==> config.mk <==
export PLATFORM = sky130hd
export DESIGN_NAME = sm_control
export DESIGN_NICKNAME = d
export VERILOG_FILES = /design/src/verilog/mem_pkg.sv /design/src/verilog/sm_pkg.sv /design/src/verilog/range_clear_if.sv /design/src/verilog/protect_sequencer.sv /design/src/verilog/range_clear.sv /design/src/verilog/sm_check.sv /design/src/verilog/sm_control.sv
export SDC_FILE = /design/constraint.sdc
export NUM_CORES = 1
export LEC_CHECK = 0
export BUFFER_PORTS_ARGS = -buffer_cell sky130_fd_sc_hd__buf_2
export CAP_MARGIN = 0
export CELL_PAD_IN_SITES_DETAIL_PLACEMENT = 0
export CELL_PAD_IN_SITES_GLOBAL_PLACEMENT = 2
export CORE_ASPECT_RATIO = 1.75
export CORE_MARGIN = 5
export CORE_UTILIZATION = 28
export DETAILED_ROUTE_END_ITERATION = 10
export PLACE_DENSITY = 0.9
export REMOVE_ABC_BUFFERS = 1
export SYNTH_ARGS = -nofsm -noshare
export SYNTH_HDL_FRONTEND = slang
export SYNTH_SLANG_ARGS = --single-unit
==> constraint.sdc <==
create_clock -name clk -period 3.3 [get_ports clk]
set_input_delay 0.165 -clock clk [delete_from_list [all_inputs] [get_ports clk]]
set_output_delay 0.165 -clock clk [all_outputs]
set_load 0.05 [all_outputs]
==> src/verilog/mem_pkg.sv <==
`default_nettype none

package mem_pkg;

    // byte address of one memory word
    typedef logic [15:0] mem_word_t;

    // words are two bytes apart
    localparam mem_word_t ADDR_STEP = 16'd2;

    // holds 0 to MEM_CREDITS
    typedef logic [2:0] credit_t;

    // clear writes allowed in flight
    localparam credit_t MEM_CREDITS = 3'd4;

endpackage

`default_nettype wire

==> src/verilog/sm_pkg.sv <==
`default_nettype none

package sm_pkg;

    // processor word for registers, module ids and addresses
    typedef logic [15:0] word_t;

    // requests to the module table
    typedef enum logic [2:0] {
        SM_REQ_NONE     = 3'd0,
        SM_REQ_PUBSTART = 3'd1,
        SM_REQ_PUBEND   = 3'd2,
        SM_REQ_SECSTART = 3'd3,
        SM_REQ_SECEND   = 3'd4,
        SM_REQ_ID       = 3'd5
    } sm_req_t;

    // destination register codes
    localparam word_t RESULT_REG_DEFAULT = 16'h8000;
    localparam word_t RESULT_REG_DISABLE = 16'h0001;

    // returned on a failed command
    localparam word_t RESULT_FAIL_DATA = 16'h0000;

endpackage

`default_nettype wire
==> src/verilog/range_clear_if.sv <==
`timescale 1ns/10ps
`default_nettype none

interface range_clear_if
    import mem_pkg::*;
();

    logic      load_base;
    logic      load_limit;
    mem_word_t bound;
    logic      run;
    logic      done;
    logic      stall;

    modport sequencer (
        output load_base,
        output load_limit,
        output bound,
        output run,
        input  done,
        input  stall
    );

    modport clearer (
        input  load_base,
        input  load_limit,
        input  bound,
        input  run,
        output done,
        output stall
    );

endinterface

`default_nettype wire

==> src/verilog/protect_sequencer.sv <==
`timescale 1ns/10ps
`default_nettype none

module protect_sequencer
    import sm_pkg::*;
(
    input  logic             clk,
    input  logic             reset,
    input  logic             start,
    input  logic             cmd_disable,
    input  logic             cmd_id_prev,
    input  logic             sm_valid,
    input  word_t            sm_data,
    input  word_t            sm_prev_id,
    input  word_t            r15,
    range_clear_if.sequencer clr,
    output logic             busy,
    output sm_req_t          sm_request,
    output logic             reg_write,
    output word_t            dest_reg,
    output word_t            reg_data
);

    typedef enum logic [3:0] {
        IDLE             = 4'd0,
        CHECK            = 4'd1,
        CLEAR_CODE_START = 4'd2,
        CLEAR_CODE_END   = 4'd3,
        CLEAR_CODE       = 4'd4,
        CLEAR_DATA_START = 4'd5,
        CLEAR_DATA_END   = 4'd6,
        CLEAR_DATA       = 4'd7,
        FAIL             = 4'd8,
        SUCCESS          = 4'd9
    } state_t;

    state_t state;
    state_t next_state;
    logic   set_result;
    word_t  dest_val;
    word_t  data_val;

    always_comb
    begin
        case (state)
            IDLE:
                next_state = start ? CHECK : IDLE;
            CHECK:
            begin
                if (!sm_valid)
                    next_state = FAIL;
                else if (cmd_disable)
                    next_state = CLEAR_CODE_START;
                else
                    next_state = SUCCESS;
            end
            CLEAR_CODE_START:
                next_state = CLEAR_CODE_END;
            CLEAR_CODE_END:
                next_state = CLEAR_CODE;
            CLEAR_CODE:
                next_state = clr.done ? CLEAR_DATA_START : CLEAR_CODE;
            CLEAR_DATA_START:
                next_state = CLEAR_DATA_END;
            CLEAR_DATA_END:
                next_state = CLEAR_DATA;
            CLEAR_DATA:
                next_state = clr.done ? SUCCESS : CLEAR_DATA;
            FAIL:
                next_state = IDLE;
            SUCCESS:
                next_state = IDLE;
            default:
                next_state = IDLE;
        endcase
    end

    always_ff @(posedge clk)
    begin
        if (reset)
            state <= IDLE;
        else
            state <= next_state;
    end

    // table answers on sm_data within the cycle of the request
    assign clr.bound = sm_data;

    always_comb
    begin
        busy           = 1'b1;
        sm_request     = SM_REQ_NONE;
        clr.load_base  = 1'b0;
        clr.load_limit = 1'b0;
        clr.run        = 1'b0;
        set_result     = 1'b0;
        dest_val       = RESULT_REG_DEFAULT;
        data_val       = RESULT_FAIL_DATA;

        case (state)
            IDLE:
                busy = 1'b0;

            CLEAR_CODE_START:
            begin
                sm_request    = SM_REQ_PUBSTART;
                clr.load_base = 1'b1;
            end

            CLEAR_CODE_END:
            begin
                sm_request     = SM_REQ_PUBEND;
                clr.load_limit = 1'b1;
            end

            CLEAR_CODE:
                clr.run = 1'b1;

            CLEAR_DATA_START:
            begin
                sm_request    = SM_REQ_SECSTART;
                clr.load_base = 1'b1;
            end

            CLEAR_DATA_END:
            begin
                sm_request     = SM_REQ_SECEND;
                clr.load_limit = 1'b1;
            end

            CLEAR_DATA:
                clr.run = 1'b1;

            FAIL:
                set_result = 1'b1;

            SUCCESS:
            begin
                sm_request = SM_REQ_ID;
                set_result = 1'b1;
                if (cmd_disable)
                begin
                    dest_val = RESULT_REG_DISABLE;
                    data_val = r15;
                end
                else if (cmd_id_prev)
                    data_val = sm_prev_id;
                else
                    data_val = sm_data;
            end

            default:
            begin
            end
        endcase
    end

    // one-cycle write to the register file
    always_ff @(posedge clk)
    begin
        if (reset || !set_result)
        begin
            reg_write <= 1'b0;
            dest_reg  <= '0;
            reg_data  <= '0;
        end
        else
        begin
            reg_write <= 1'b1;
            dest_reg  <= dest_val;
            reg_data  <= data_val;
        end
    end

endmodule

`default_nettype wire

==> src/verilog/range_clear.sv <==
`timescale 1ns/10ps
`default_nettype none

module range_clear
    import mem_pkg::*;
(
    input  logic           clk,
    input  logic           reset,
    range_clear_if.clearer ctl,
    input  logic           mem_credit,
    output logic           mem_clear,
    output mem_word_t      mab
);

    mem_word_t addr;
    mem_word_t limit;
    credit_t   credits;
    logic      run_q;
    logic      words_left;
    logic      no_credit;

    // limit is exclusive, so an inverted range is simply empty
    assign words_left = addr < limit;
    assign no_credit  = credits == '0;

    assign ctl.stall = ctl.run && words_left && no_credit;

    // wait for every outstanding write before reporting the range done
    assign ctl.done = ctl.run && !words_left && (credits == MEM_CREDITS);

    // first write one cycle after run rises
    assign mem_clear = run_q && ctl.run && words_left && !ctl.stall;
    assign mab       = addr;

    always_ff @(posedge clk)
    begin
        if (reset)
            run_q <= 1'b0;
        else
            run_q <= ctl.run;
    end

    always_ff @(posedge clk)
    begin
        if (reset)
            addr <= '0;
        else if (ctl.load_base)
            addr <= ctl.bound;
        else if (mem_clear)
            addr <= addr + ADDR_STEP;
    end

    always_ff @(posedge clk)
    begin
        if (ctl.load_limit)
            limit <= ctl.bound;
    end

    // spend and return in one cycle leave the count unchanged
    always_ff @(posedge clk)
    begin
        if (reset)
            credits <= MEM_CREDITS;
        else if (mem_clear && !mem_credit)
            credits <= credits - 1'b1;
        else if (mem_credit && !mem_clear)
            credits <= credits + 1'b1;
    end

endmodule

`default_nettype wire

==> src/verilog/sm_check.sv <==
`timescale 1ns/10ps
`default_nettype none

module sm_check
    import sm_pkg::*;
(
    input  logic  clk,
    input  logic  reset,
    input  logic  cmd_id,
    input  logic  cmd_disable,
    input  word_t pc,
    input  word_t r15,
    input  logic  sm_data_select_valid,
    input  logic  sm_key_select_valid,
    output word_t sm_data_select,
    output logic  sm_valid
);

    logic valid_next;

    // id looks up the address in r15, everything else the caller
    assign sm_data_select = cmd_id ? r15 : pc;

    always_comb
    begin
        if (cmd_id)
            valid_next = sm_data_select_valid;
        else if (cmd_disable)
            // caller must itself be a module
            valid_next = sm_key_select_valid;
        else
            valid_next = 1'b1;
    end

    always_ff @(posedge clk)
    begin
        if (reset)
            sm_valid <= 1'b0;
        else
            sm_valid <= valid_next;
    end

endmodule

`default_nettype wire

==> src/verilog/sm_control.sv <==
`timescale 1ns/10ps
`default_nettype none

module sm_control
    import sm_pkg::*;
    import mem_pkg::*;
(
    input  logic      clk,
    input  logic      reset,
    input  logic      start,
    input  logic      cmd_disable,
    input  logic      cmd_id,
    input  logic      cmd_id_prev,
    input  word_t     pc,
    input  word_t     r15,
    input  word_t     sm_data,
    input  word_t     sm_prev_id,
    input  logic      sm_data_select_valid,
    input  logic      sm_key_select_valid,
    input  logic      mem_credit,
    output logic      busy,
    output sm_req_t   sm_request,
    output word_t     sm_data_select,
    output logic      mem_clear,
    output mem_word_t mab,
    output logic      reg_write,
    output word_t     dest_reg,
    output word_t     reg_data
);

    logic sm_valid;

    range_clear_if clr_bus ();

    sm_check i_sm_check (
        .clk                  (clk),
        .reset                (reset),
        .cmd_id               (cmd_id),
        .cmd_disable          (cmd_disable),
        .pc                   (pc),
        .r15                  (r15),
        .sm_data_select_valid (sm_data_select_valid),
        .sm_key_select_valid  (sm_key_select_valid),
        .sm_data_select       (sm_data_select),
        .sm_valid             (sm_valid)
    );

    range_clear i_range_clear (
        .clk        (clk),
        .reset      (reset),
        .ctl        (clr_bus),
        .mem_credit (mem_credit),
        .mem_clear  (mem_clear),
        .mab        (mab)
    );

    protect_sequencer i_protect_sequencer (
        .clk         (clk),
        .reset       (reset),
        .start       (start),
        .cmd_disable (cmd_disable),
        .cmd_id_prev (cmd_id_prev),
        .sm_valid    (sm_valid),
        .sm_data     (sm_data),
        .sm_prev_id  (sm_prev_id),
        .r15         (r15),
        .clr         (clr_bus),
        .busy        (busy),
        .sm_request  (sm_request),
        .reg_write   (reg_write),
        .dest_reg    (dest_reg),
        .reg_data    (reg_data)
    );

endmodule

`default_nettype wire

# [After elaboration in Yosys (flattened, before gate mapping)]
# Cells that the tools add are included.
[totals] regBits=74 inputBits=73 out_inout_bits=70 wordCells=73
[op_classes] addsub=3 n_lt_le_gt_ge=1 eq_ne=10 n_mux=24 n_bitwise=1 n_reduce_logical=24
[ops] cell="16-bit 2-to-1 mux" count=7
[ops] cell="4-bit one-hot mux with 8 select lines" count=1
[ops] cell="16-bit by 2-bit adder with 16-bit output (second input constant)" count=1
[ops] cell="4-bit by 3-bit equality test with 1-bit output (second input constant)" count=4
[ops] cell="16-bit less-than comparator" count=1
[ops] cell="3-bit one-hot mux with 5 select lines" count=1
[ops] cell="4-bit 2-to-1 mux" count=3
[ops] cell="1-bit 2-to-1 mux" count=10
[ops] cell="2-bit OR reduction" count=5
[ops] cell="1-bit logical AND" count=9
[ops] cell="4-bit by 2-bit equality test with 1-bit output (second input constant)" count=2
[ops] cell="4-bit equality test (second input constant)" count=2
[ops] cell="3-bit 2-to-1 mux" count=2
[ops] cell="1-bit zero test" count=5
[ops] cell="4-bit by 1-bit equality test with 1-bit output (second input constant)" count=1
[ops] cell="4-bit zero test" count=1
[ops] cell="2-bit nonzero test" count=2
[ops] cell="3-bit by 1-bit adder with 3-bit output (second input constant)" count=1
[ops] cell="3-bit equality test (second input constant)" count=1
[ops] cell="3-bit zero test" count=1
[ops] cell="3-bit by 1-bit subtractor with 3-bit output (second input constant)" count=1
[ops] cell="1-bit logical OR" count=1
[ops] cell="1-bit NOT" count=1

# [Logic depth before layout (Yosys ltp)]
# Gate-level depths: netlist of the first run.
[depth] word_depth=11 depth_mapped=13 mapped_depth_nobuf=12

# [Modules after synthesis]
# A second synthesis of the first run with hierarchy kept.
[unflattened] hier_cells=410 area_unflattened_um2=3891.2
[by_module_without_submodules] mod="range_clear" instances=1 cells_each=218 area_per_inst_um2=2077.0 seq_area_each_um2=880.8
[by_module_without_submodules] mod="protect_sequencer" instances=1 cells_each=170 area_per_inst_um2=1527.7 seq_area_each_um2=460.4
[by_module_without_submodules] mod="sm_check" instances=1 cells_each=22 area_per_inst_um2=286.5 seq_area_each_um2=20.0

# [Least setup slack after synthesis of the first run]
# Ideal clock, no wire load.
[synth_timing] path_type="flip-flop to flip-flop" from="register i_range_clear.addr[1], in the netlist i_range_clear.mab[1]" to="register i_range_clear.credits[2]" setup_ns=0.063 arrival_time_ns=4.247 required_time_ns=3.237 setup_slack_ns=-1.009 path_stages_with_launch=12 path_buffers=1 synth_period_minus_slack_ns=4.309 path_cell_list="dfxtp_1 > ha_1 > a2111o_1 > a32o_1 > clkbuf_1 > nor3_1 > ha_1 > inv_1 > fa_1 > xor2_1 > or3_1 > nand3_1"
[synth_between] elab_chain_cells=8 elab_cells_between_ends=11 classes_between="order compare: 1; mux: 1; reduce/logical: 9"
[synth_rtl] element="start: declaration" line_no="range_clear.sv:15" rtl="mem_word_t addr;"
[synth_rtl] element="start signal: assignment" line_no="range_clear.sv:48" rtl="addr <= ctl.bound;"
[synth_rtl] element="start signal: assignment" line_no="range_clear.sv:50" rtl="addr <= addr + ADDR_STEP;"
[synth_rtl] element="16-bit less-than comparator (*)" line_no="range_clear.sv:23" rtl="assign words_left = addr < limit;"
[synth_rtl] element="1-bit logical AND (2 in series)" line_no="range_clear.sv:26" rtl="assign ctl.stall = ctl.run && words_left && no_credit;"
[synth_rtl] element="1-bit zero test" line_no="range_clear.sv:32" rtl="assign mem_clear = run_q && ctl.run && words_left && !ctl.stall;"
[synth_rtl] element="1-bit logical AND (*)" line_no="range_clear.sv:32"
[synth_rtl] element="net mem_clear" line_no="sm_control.sv:24" rtl="output logic mem_clear,"
[synth_rtl] element="1-bit zero test" line_no="range_clear.sv:66" rtl="else if (mem_credit && !mem_clear)"
[synth_rtl] element="1-bit logical AND" line_no="range_clear.sv:66"
[synth_rtl] element="2-bit nonzero test (no line)"
[synth_rtl] element="end signal: assignment" line_no="range_clear.sv:65" rtl="credits <= credits - 1'b1;"
[synth_rtl] element="end signal: assignment" line_no="range_clear.sv:67" rtl="credits <= credits + 1'b1;"
[synth_rtl] element="end: declaration" line_no="range_clear.sv:17" rtl="credit_t credits;"
# Mark *: on every way through the listed nets, which the timed path passes. The rest lies on a longest branch.
# A chain may end at the register's enable or synchronous reset.

# [Worst setup path in the final report of the first run]
[layout_timing] from="register i_range_clear.addr[13], in the netlist i_range_clear.mab[13]" to="register i_range_clear.credits[2]"
[layout_between] elab_chain_cells=8 elab_cells_between_ends=11 classes_between="order compare: 1; mux: 1; reduce/logical: 9"
[layout_rtl] element="16-bit less-than comparator (*)" line_no="range_clear.sv:23"
[layout_rtl] element="1-bit logical AND (2 in series)" line_no="range_clear.sv:26"
[layout_rtl] element="1-bit zero test" line_no="range_clear.sv:32"
[layout_rtl] element="1-bit logical AND (*)" line_no="range_clear.sv:32"
[layout_rtl] element="1-bit zero test" line_no="range_clear.sv:66"
[layout_rtl] element="1-bit logical AND" line_no="range_clear.sv:66"
[layout_rtl] element="2-bit nonzero test (no line)"
# Mark *: on every way between the ends. The rest lies on a longest branch, timed or not.

==> results of run 1 <==
## power groups by stage
| stage | combinational (mW) | sequential (mW) | clock (mW) |
|---|---|---|---|
| 2_1_floorplan | 0.341 | 1.03 | 0 |
| 6_report | 0.685 | 0.890 | 0.847 |
| 5_1_grt | 0.746 | 0.901 | 0.897 |
| 3_5_place_dp | 0.683 | 0.905 | 0 |
| 4_1_cts | 0.686 | 0.889 | 0.871 |
| 3_3_place_gp | 0.677 | 0.898 | 0 |
## worst max-delay path, stage by stage, from the launching register on
cell and delay (ns):
dfxtp_1 0.44, ha_1 0.30, nand4_1 0.18, o21bai_1 0.19, or3_1 0.51, nor3_2 0.18
ha_1 0.21, inv_1 0.06, fa_1 0.37, xor2_1 0.15, or3_1 0.31, nand3_1 0.08
## metrics by stage
step | TNS [ns] | setup slack [ns] | cell area, µm² | hold WS [ns]
2_1_floorplan | -2.43 | -1.03 | 3460 | 0.234
3_3_place_gp | 0 | 0.350 | 4380 | 0.389
3_5_place_dp | 0 | 0.223 | 4380 | 0.389
4_1_cts | 0 | 0.204 | 4650 | 0.0463
5_1_grt | 0 | 0.0311 | 4660 | 0.0504
6_report | 0 | 0.260 | 4660 | 0.0601
## synth_stat cells, types with 2 or more instances
master      n  area (µm²)
a21boi_0    2        15.0
nand2b_1    5        31.3
nand4_1     8        50.1
xor2_1      2        17.5
a311oi_1    5        43.8
o211ai_1    3        22.5
nand2_1    11        41.3
o31a_1      2        17.5
o22ai_1     3        18.8
or4_1       6        45.0
dfxtp_1    44         881
nor4_1     11        68.8
o31ai_1     5        37.5
nor3b_1     6        45.0
a32o_1      2        20.0
xnor2_1     2        17.5
nor2b_1     2        12.5
buf_4      15         113
nor3_1      5        25.0
a31oi_1     6        37.5
o21bai_1    2        15.0
ha_1       17         213
o21ai_0    10        50.1
a2111oi_0   4        35.0
a211oi_1    3        22.5
a21oi_1    25         125
nor2_1     54         203
clkbuf_1   25        93.8
mux2i_1    16         160
a32oi_1     2        17.5
edfxtp_1   16         480
and4_1      4        35.0
or3_1       3        18.8
mux2_2     16         180
and3_1      7        43.8
nor4b_1     2        17.5
inv_1      22        82.6
nand3_1    21         105
## final cells by class
type	count	area share (%)
flip-flops and latches	60	29.2
repair buffers	137	15.2
multi-input cells	299	43.4
clock inverters	5	0.590
clock buffers	11	5.21
inverters	23	1.85
well taps	171	4.59
## routing by layer
metal | track usage, % | vias up | wire [µm] | share of wire (%)
met1 | 16.4 | 1646 | 4200 | 37
li1 | - | 1727 | - | -
met2 | 27.5 | 131 | 6220 | 54
met4 | 6.48 | 0 | 289 | 2.5
met5 | 0 | - | 0 | 0
met3 | 3.14 | 17 | 734 | 6.4
## logic make-up after synthesis
family / share of synthesized area, %
simple gates: 22.1
compound gates: 15.1
buf+inv: 8.32
flops: 37.6
mux: 9.40
fa+ha+maj: 6.42
xor+xnor: 0.967
other cells: 0.104
## repair_timing
item | in CTS | in global routing
hold endpoints to repair | 0 | 0
resized for setup | 0 | 2
endpoints found under the setup margin | 0 | 1
## how the worst min path moves through the flow
| stage | slack, ns | startpoint | cells past startpoint | to |
|---|---|---|---|---|
| global placement | 0.39 | sm_data[0] | 1 | i_range_clear.limit[0] |
| finish | 0.06 | sm_data[0] | 1 | i_range_clear.limit[0] |
| floorplan | 0.23 | reset | 1 | i_range_clear.mab[0] |
| global route | 0.05 | sm_data[0] | 1 | i_range_clear.limit[0] |
| detailed placement | 0.39 | sm_data[0] | 1 | i_range_clear.limit[0] |
| CTS | 0.05 | sm_data[0] | 1 | i_range_clear.limit[0] |
==> out/metrics.csv, run 1 <==
metric;value;unit
ff_latch_area;1360;µm²
post_cts_buffers;0;
cts_tree;yes;
endpoint;i_range_clear.credits[2];
critPathMaxFanout;7;
synth_edf_count;16;
comb_power_share;28.3;%
synth-seq-cells;60;
cts.htree.levels;3;
ys_seq_area_share;37.6;%
root_buffer;clkbuf_16;
setup_viol;0;
timing.final.hold_violations;0;
dr.pass1.iters;4;
place_congestion;0.865;
reg2reg_from;i_range_clear.mab[13];
clock_latency;0.33;ns
final_cell_mix;buf_2 (128), nor2_1 (54), dfxtp_1 (44);
drive_gt1_share;32.9;%
powerDensity;519;nW/µm²
slew_viol_final;0;
status;completed;
cellLeakagePower;2.12;nW
p_clk_share;35.0;%
vias;3521;
internal-power;1.54;mW
clk_pin_slew;0.05;ns
avgSynthCellArea;8.81;µm²
track_usage;15.2;%
worstSetupStartpoint;i_range_clear.mab[13];
grt_max_degree;26;
critical_path_class;reg2reg;
ys_types;55;
irDropWorstVdd;0.000223;V
dpl.hpwl;9020;µm
cp.arrival;3.31;ns
final_cells;706;
power_switching;878;µW
antenna_found_initial;0;
hold_buffers;0;
worst_ep_required_time;3.57;ns
avgViaCountPerCell;4.99;
post_drt_wl_per_cell;16.2;µm
antenna_cells;0;
post-route-period-util;92.1;%
endpoint_kind;flop;
fmax;329;MHz
synth_area;3620;µm²
rsz0062_at_grt;no;
nets;621;
r2r_slack;0.26;ns
postSynthCellCount;411;
maxSlewHeadroom;51.9;%
grt_pass1_vias;3594;
drt_iter0_drc;189;
power.total;2.42;mW
overflow;0;
min_path_type;in2reg;
clock-skew-final;0.00621;ns
async_reset_ff_share;0;%
fin_crit;3.04;ns
netSwitchingFraction;36.3;%
synth-main-ff-cell;dfxtp_1;
start_util;28.3;%
remaining_drc_errors;0;
die_h;160;µm
port-buffer-count;128;
drt_wl_total;11400;µm
grt_pass1_wl;18100;µm
ant_nets;0;
chipWidth;96.0;µm
final_common_cell;buf_2;
cp-start-kind;flop;
cts_made_buffers;9;
clockBufferDepth;2;
utilization;36.4;%
maxCapViolations;0;
seqPwrFrac;36.7;%
die_area;15400;µm²
r2r-end;i_range_clear.credits[2];
placedCellCount;690;
yosys_warnings;0;
pin_count;143;
coreArea;12800;µm²
rows;55;
syn2layout_area_growth;28.7;%
multi_input_area;2020;µm²
reg2reg_depth;11;
cts.sinks;60;
nFillCells;1386;
worst_pin_slew;0.715;ns
Power figures use the tool's default switching activity.
==> inputs of run 2 (changes only) <==
==> constraint.sdc (replaced) <==
create_clock -name clk -period 3.3 [get_ports clk]
set_input_delay 0.495 -clock clk [delete_from_list [all_inputs] [get_ports clk]]
set_output_delay 0.495 -clock clk [all_outputs]
set_load 0.05 [all_outputs]
==> run 2 against run 1 <==
Compared with the run above: cell count grew 0.14%; total power grew 6.6%; global-route usage shrank 0.063 points; first-iteration DRC count shrank 34%; via count grew 1.6%; largest power group is now clock; flip-flop and latch count is the same; design area grew 1.3%; register-to-register slack is essentially flat; critical path depth is the same; count of clock-buffer cells in the layout grew 2; core utilization grew 0.47 points; sequential power shrank 0.6%.
==> out/metrics.csv, run 2 (synthesized netlist as in run 1, its figures left out) <==
metric;value;unit;change
p_clk_share;38.7;%;+3.7 points
setup_viol;0;;unchanged
min_path_type;in2reg;;
power.total;2.58;mW;+6.6%
drt_iter0_drc;125;;-34%
slew_viol_final;0;;unchanged
netSwitchingFraction;34.2;%;-2.1 points
crit_chain;ha_1 -> nand4_1 -> o21bai_1 -> or3_1 -> nor3_2 -> ha_1 -> inv_1 -> fa_1 -> xor2_1 -> or3_1 -> nand3_1;;
clockBufferDepth;2;;unchanged
pin_count;143;;unchanged
status;completed;;
holdPathStages;1;;unchanged
port-buffer-count;128;;unchanged
whs;0.393;ns;+0.333 ns
remaining_drc_errors;0;;unchanged
maxCapViolations;0;;unchanged
r2r_slack;0.27;ns;about the same
power_switching;882;µW;+0.39%
post_drt_wl_per_cell;16.2;µm;+0.12%
hold_end;i_range_clear.limit[1];;
post_cts_buffers;0;;unchanged
seqPwrFrac;34.3;%;-2.4 points
maxSlewHeadroom;46.9;%;-5.0 points
start_util;28.3;%;unchanged
slowest_delay;0.51;ns;about the same
utilization;36.9;%;+0.47 points
cp-start-kind;flop;;
worst_pin_slew;0.789;ns;+0.0738 ns
cp.arrival;3.30;ns;about the same
cellLeakagePower;2.15;nW;+1.4%
overflow;0;;unchanged
final_cell_mix;buf_2 (128), nor2_1 (54), dfxtp_1 (44);;
critPathMaxFanout;7;;unchanged
coreArea;12800;µm²;unchanged
layout_setup_ws;0.265;ns;+0.00519 ns
grt_pass1_vias;3579;;-0.42%
postPlaceCellArea;4390;µm²;+0.17%
grt_max_degree;26;;unchanged
fmax;330;MHz;+0.17%
avgViaCountPerCell;5.06;;+1.5%
totalNegativeSetupSlack;0;ns;unchanged
syn2layout_area_growth;30.4;%;
reg2reg_from;i_range_clear.mab[13];;
endpoint_kind;flop;;
die_h;160;µm;unchanged
dr.pass1.iters;4;;unchanged
nets;622;;+0.16%
irDropWorstVdd;0.000258;V;+15%
r2r-end;i_range_clear.credits[2];;
clock-skew-final;0.00688;ns;+0.000666 ns
hold_buffers;0;;unchanged
post_cts_resized;0;;unchanged
powerDensity;546;nW/µm²;+5.2%
worst_ep_required_time;3.56;ns;about the same
cts.sinks;60;;unchanged
fin_crit;3.03;ns;-0.00519 ns
hp-start;sm_data[1];;
antenna_cells;0;;unchanged
post-route-period-util;92.0;%;-0.16 points
cts_tree;yes;;
place_congestion;0.864;;-0.10%
final_cells;707;;+0.14%
internal-power;1.70;mW;+10%
chipWidth;96.0;µm;unchanged
drt_wl_total;11500;µm;+0.26%
drive_gt1_share;32.8;%;-0.061 points
cts_made_buffers;9;;unchanged
crit_buf_inv;1;;unchanged
die_area;15400;µm²;unchanged
clk_pin_slew;0.05;ns;about the same
dpl.hpwl;9050;µm;+0.34%
place_ws;0.236;ns;+0.0132 ns
reg2reg_depth;11;;unchanged
clock_latency;0.33;ns;about the same
comb_power_share;27.0;%;-1.3 points
root_buffer;clkbuf_16;;
cp_slowest_cell;or3_1;;
placedCellCount;691;;+0.14%
crit_family;simple AND/OR/NAND/NOR gates;;
rows;55;;unchanged
antenna_found_initial;0;;unchanged
cts.htree.levels;3;;unchanged
critical_path_class;reg2reg;;
ant_nets;0;;unchanged
timing.final.hold_violations;0;;unchanged
final_area;4720;µm²;+1.3%
final_common_cell;buf_2;;
grt_pass1_wl;18100;µm;-0.11%
vias;3579;;+1.6%
rsz0062_at_grt;no;;
track_usage;15.1;%;-0.063 points
-- run 2: cell types whose count changed in the layout (fill, tap and decap cells not counted), sizes merged --
cell / delta
clkbuf: +2
clkinv: -2
buf: +1
bufinv: +1
clkinvlp: -1
-- run 2: cell type report --
| cell class | count | area [µm²] |
|---|---|---|
| Clock buffer | 13 | 283 |
| Clock inverter | 3 | 40.0 |
| Fill cell | 1396 | 8080 |
| Inverter | 23 | 86.3 |
| Multi-Input combinational cell | 299 | 2020 |
| Sequential cell | 60 | 1360 |
| Tap cell | 171 | 214 |
| Timing Repair Buffer | 138 | 716 |
-- run 2: power by group through the flow --
stage	combinational, mW	clock (mW)	sequential [mW]
floorplan	0.341	0	1.03
global placement	0.689	0	0.894
detailed placement	0.694	0	0.899
CTS	0.697	1.01	0.884
global route	0.755	1.05	0.895
finish	0.697	0.999	0.885
-- run 2: layer usage --
layer / share of wire (%) / up-vias / global-route usage, %
met5: 0 / - / 0
met3: 5.1 / 19 / 3.05
met1: 38 / 1710 / 16.4
met2: 55 / 124 / 27.5
met4: 2.6 / 0 / 6.28
li1: - / 1726 / -
-- run 2: worst max path at each step --
stage                                          end  cells past startpoint             startpoint  slack [ns]
after floorplan           i_range_clear.credits[2]                     10   i_range_clear.mab[1]       -1.03
final                     i_range_clear.credits[2]                     11  i_range_clear.mab[13]        0.27
after global placement    i_range_clear.credits[2]                     11  i_range_clear.mab[13]        0.35
after CTS                 i_range_clear.credits[2]                     11  i_range_clear.mab[14]        0.22
after global routing      i_range_clear.credits[2]                     11  i_range_clear.mab[13]        0.05
after detailed placement  i_range_clear.credits[2]                     11  i_range_clear.mab[14]        0.24
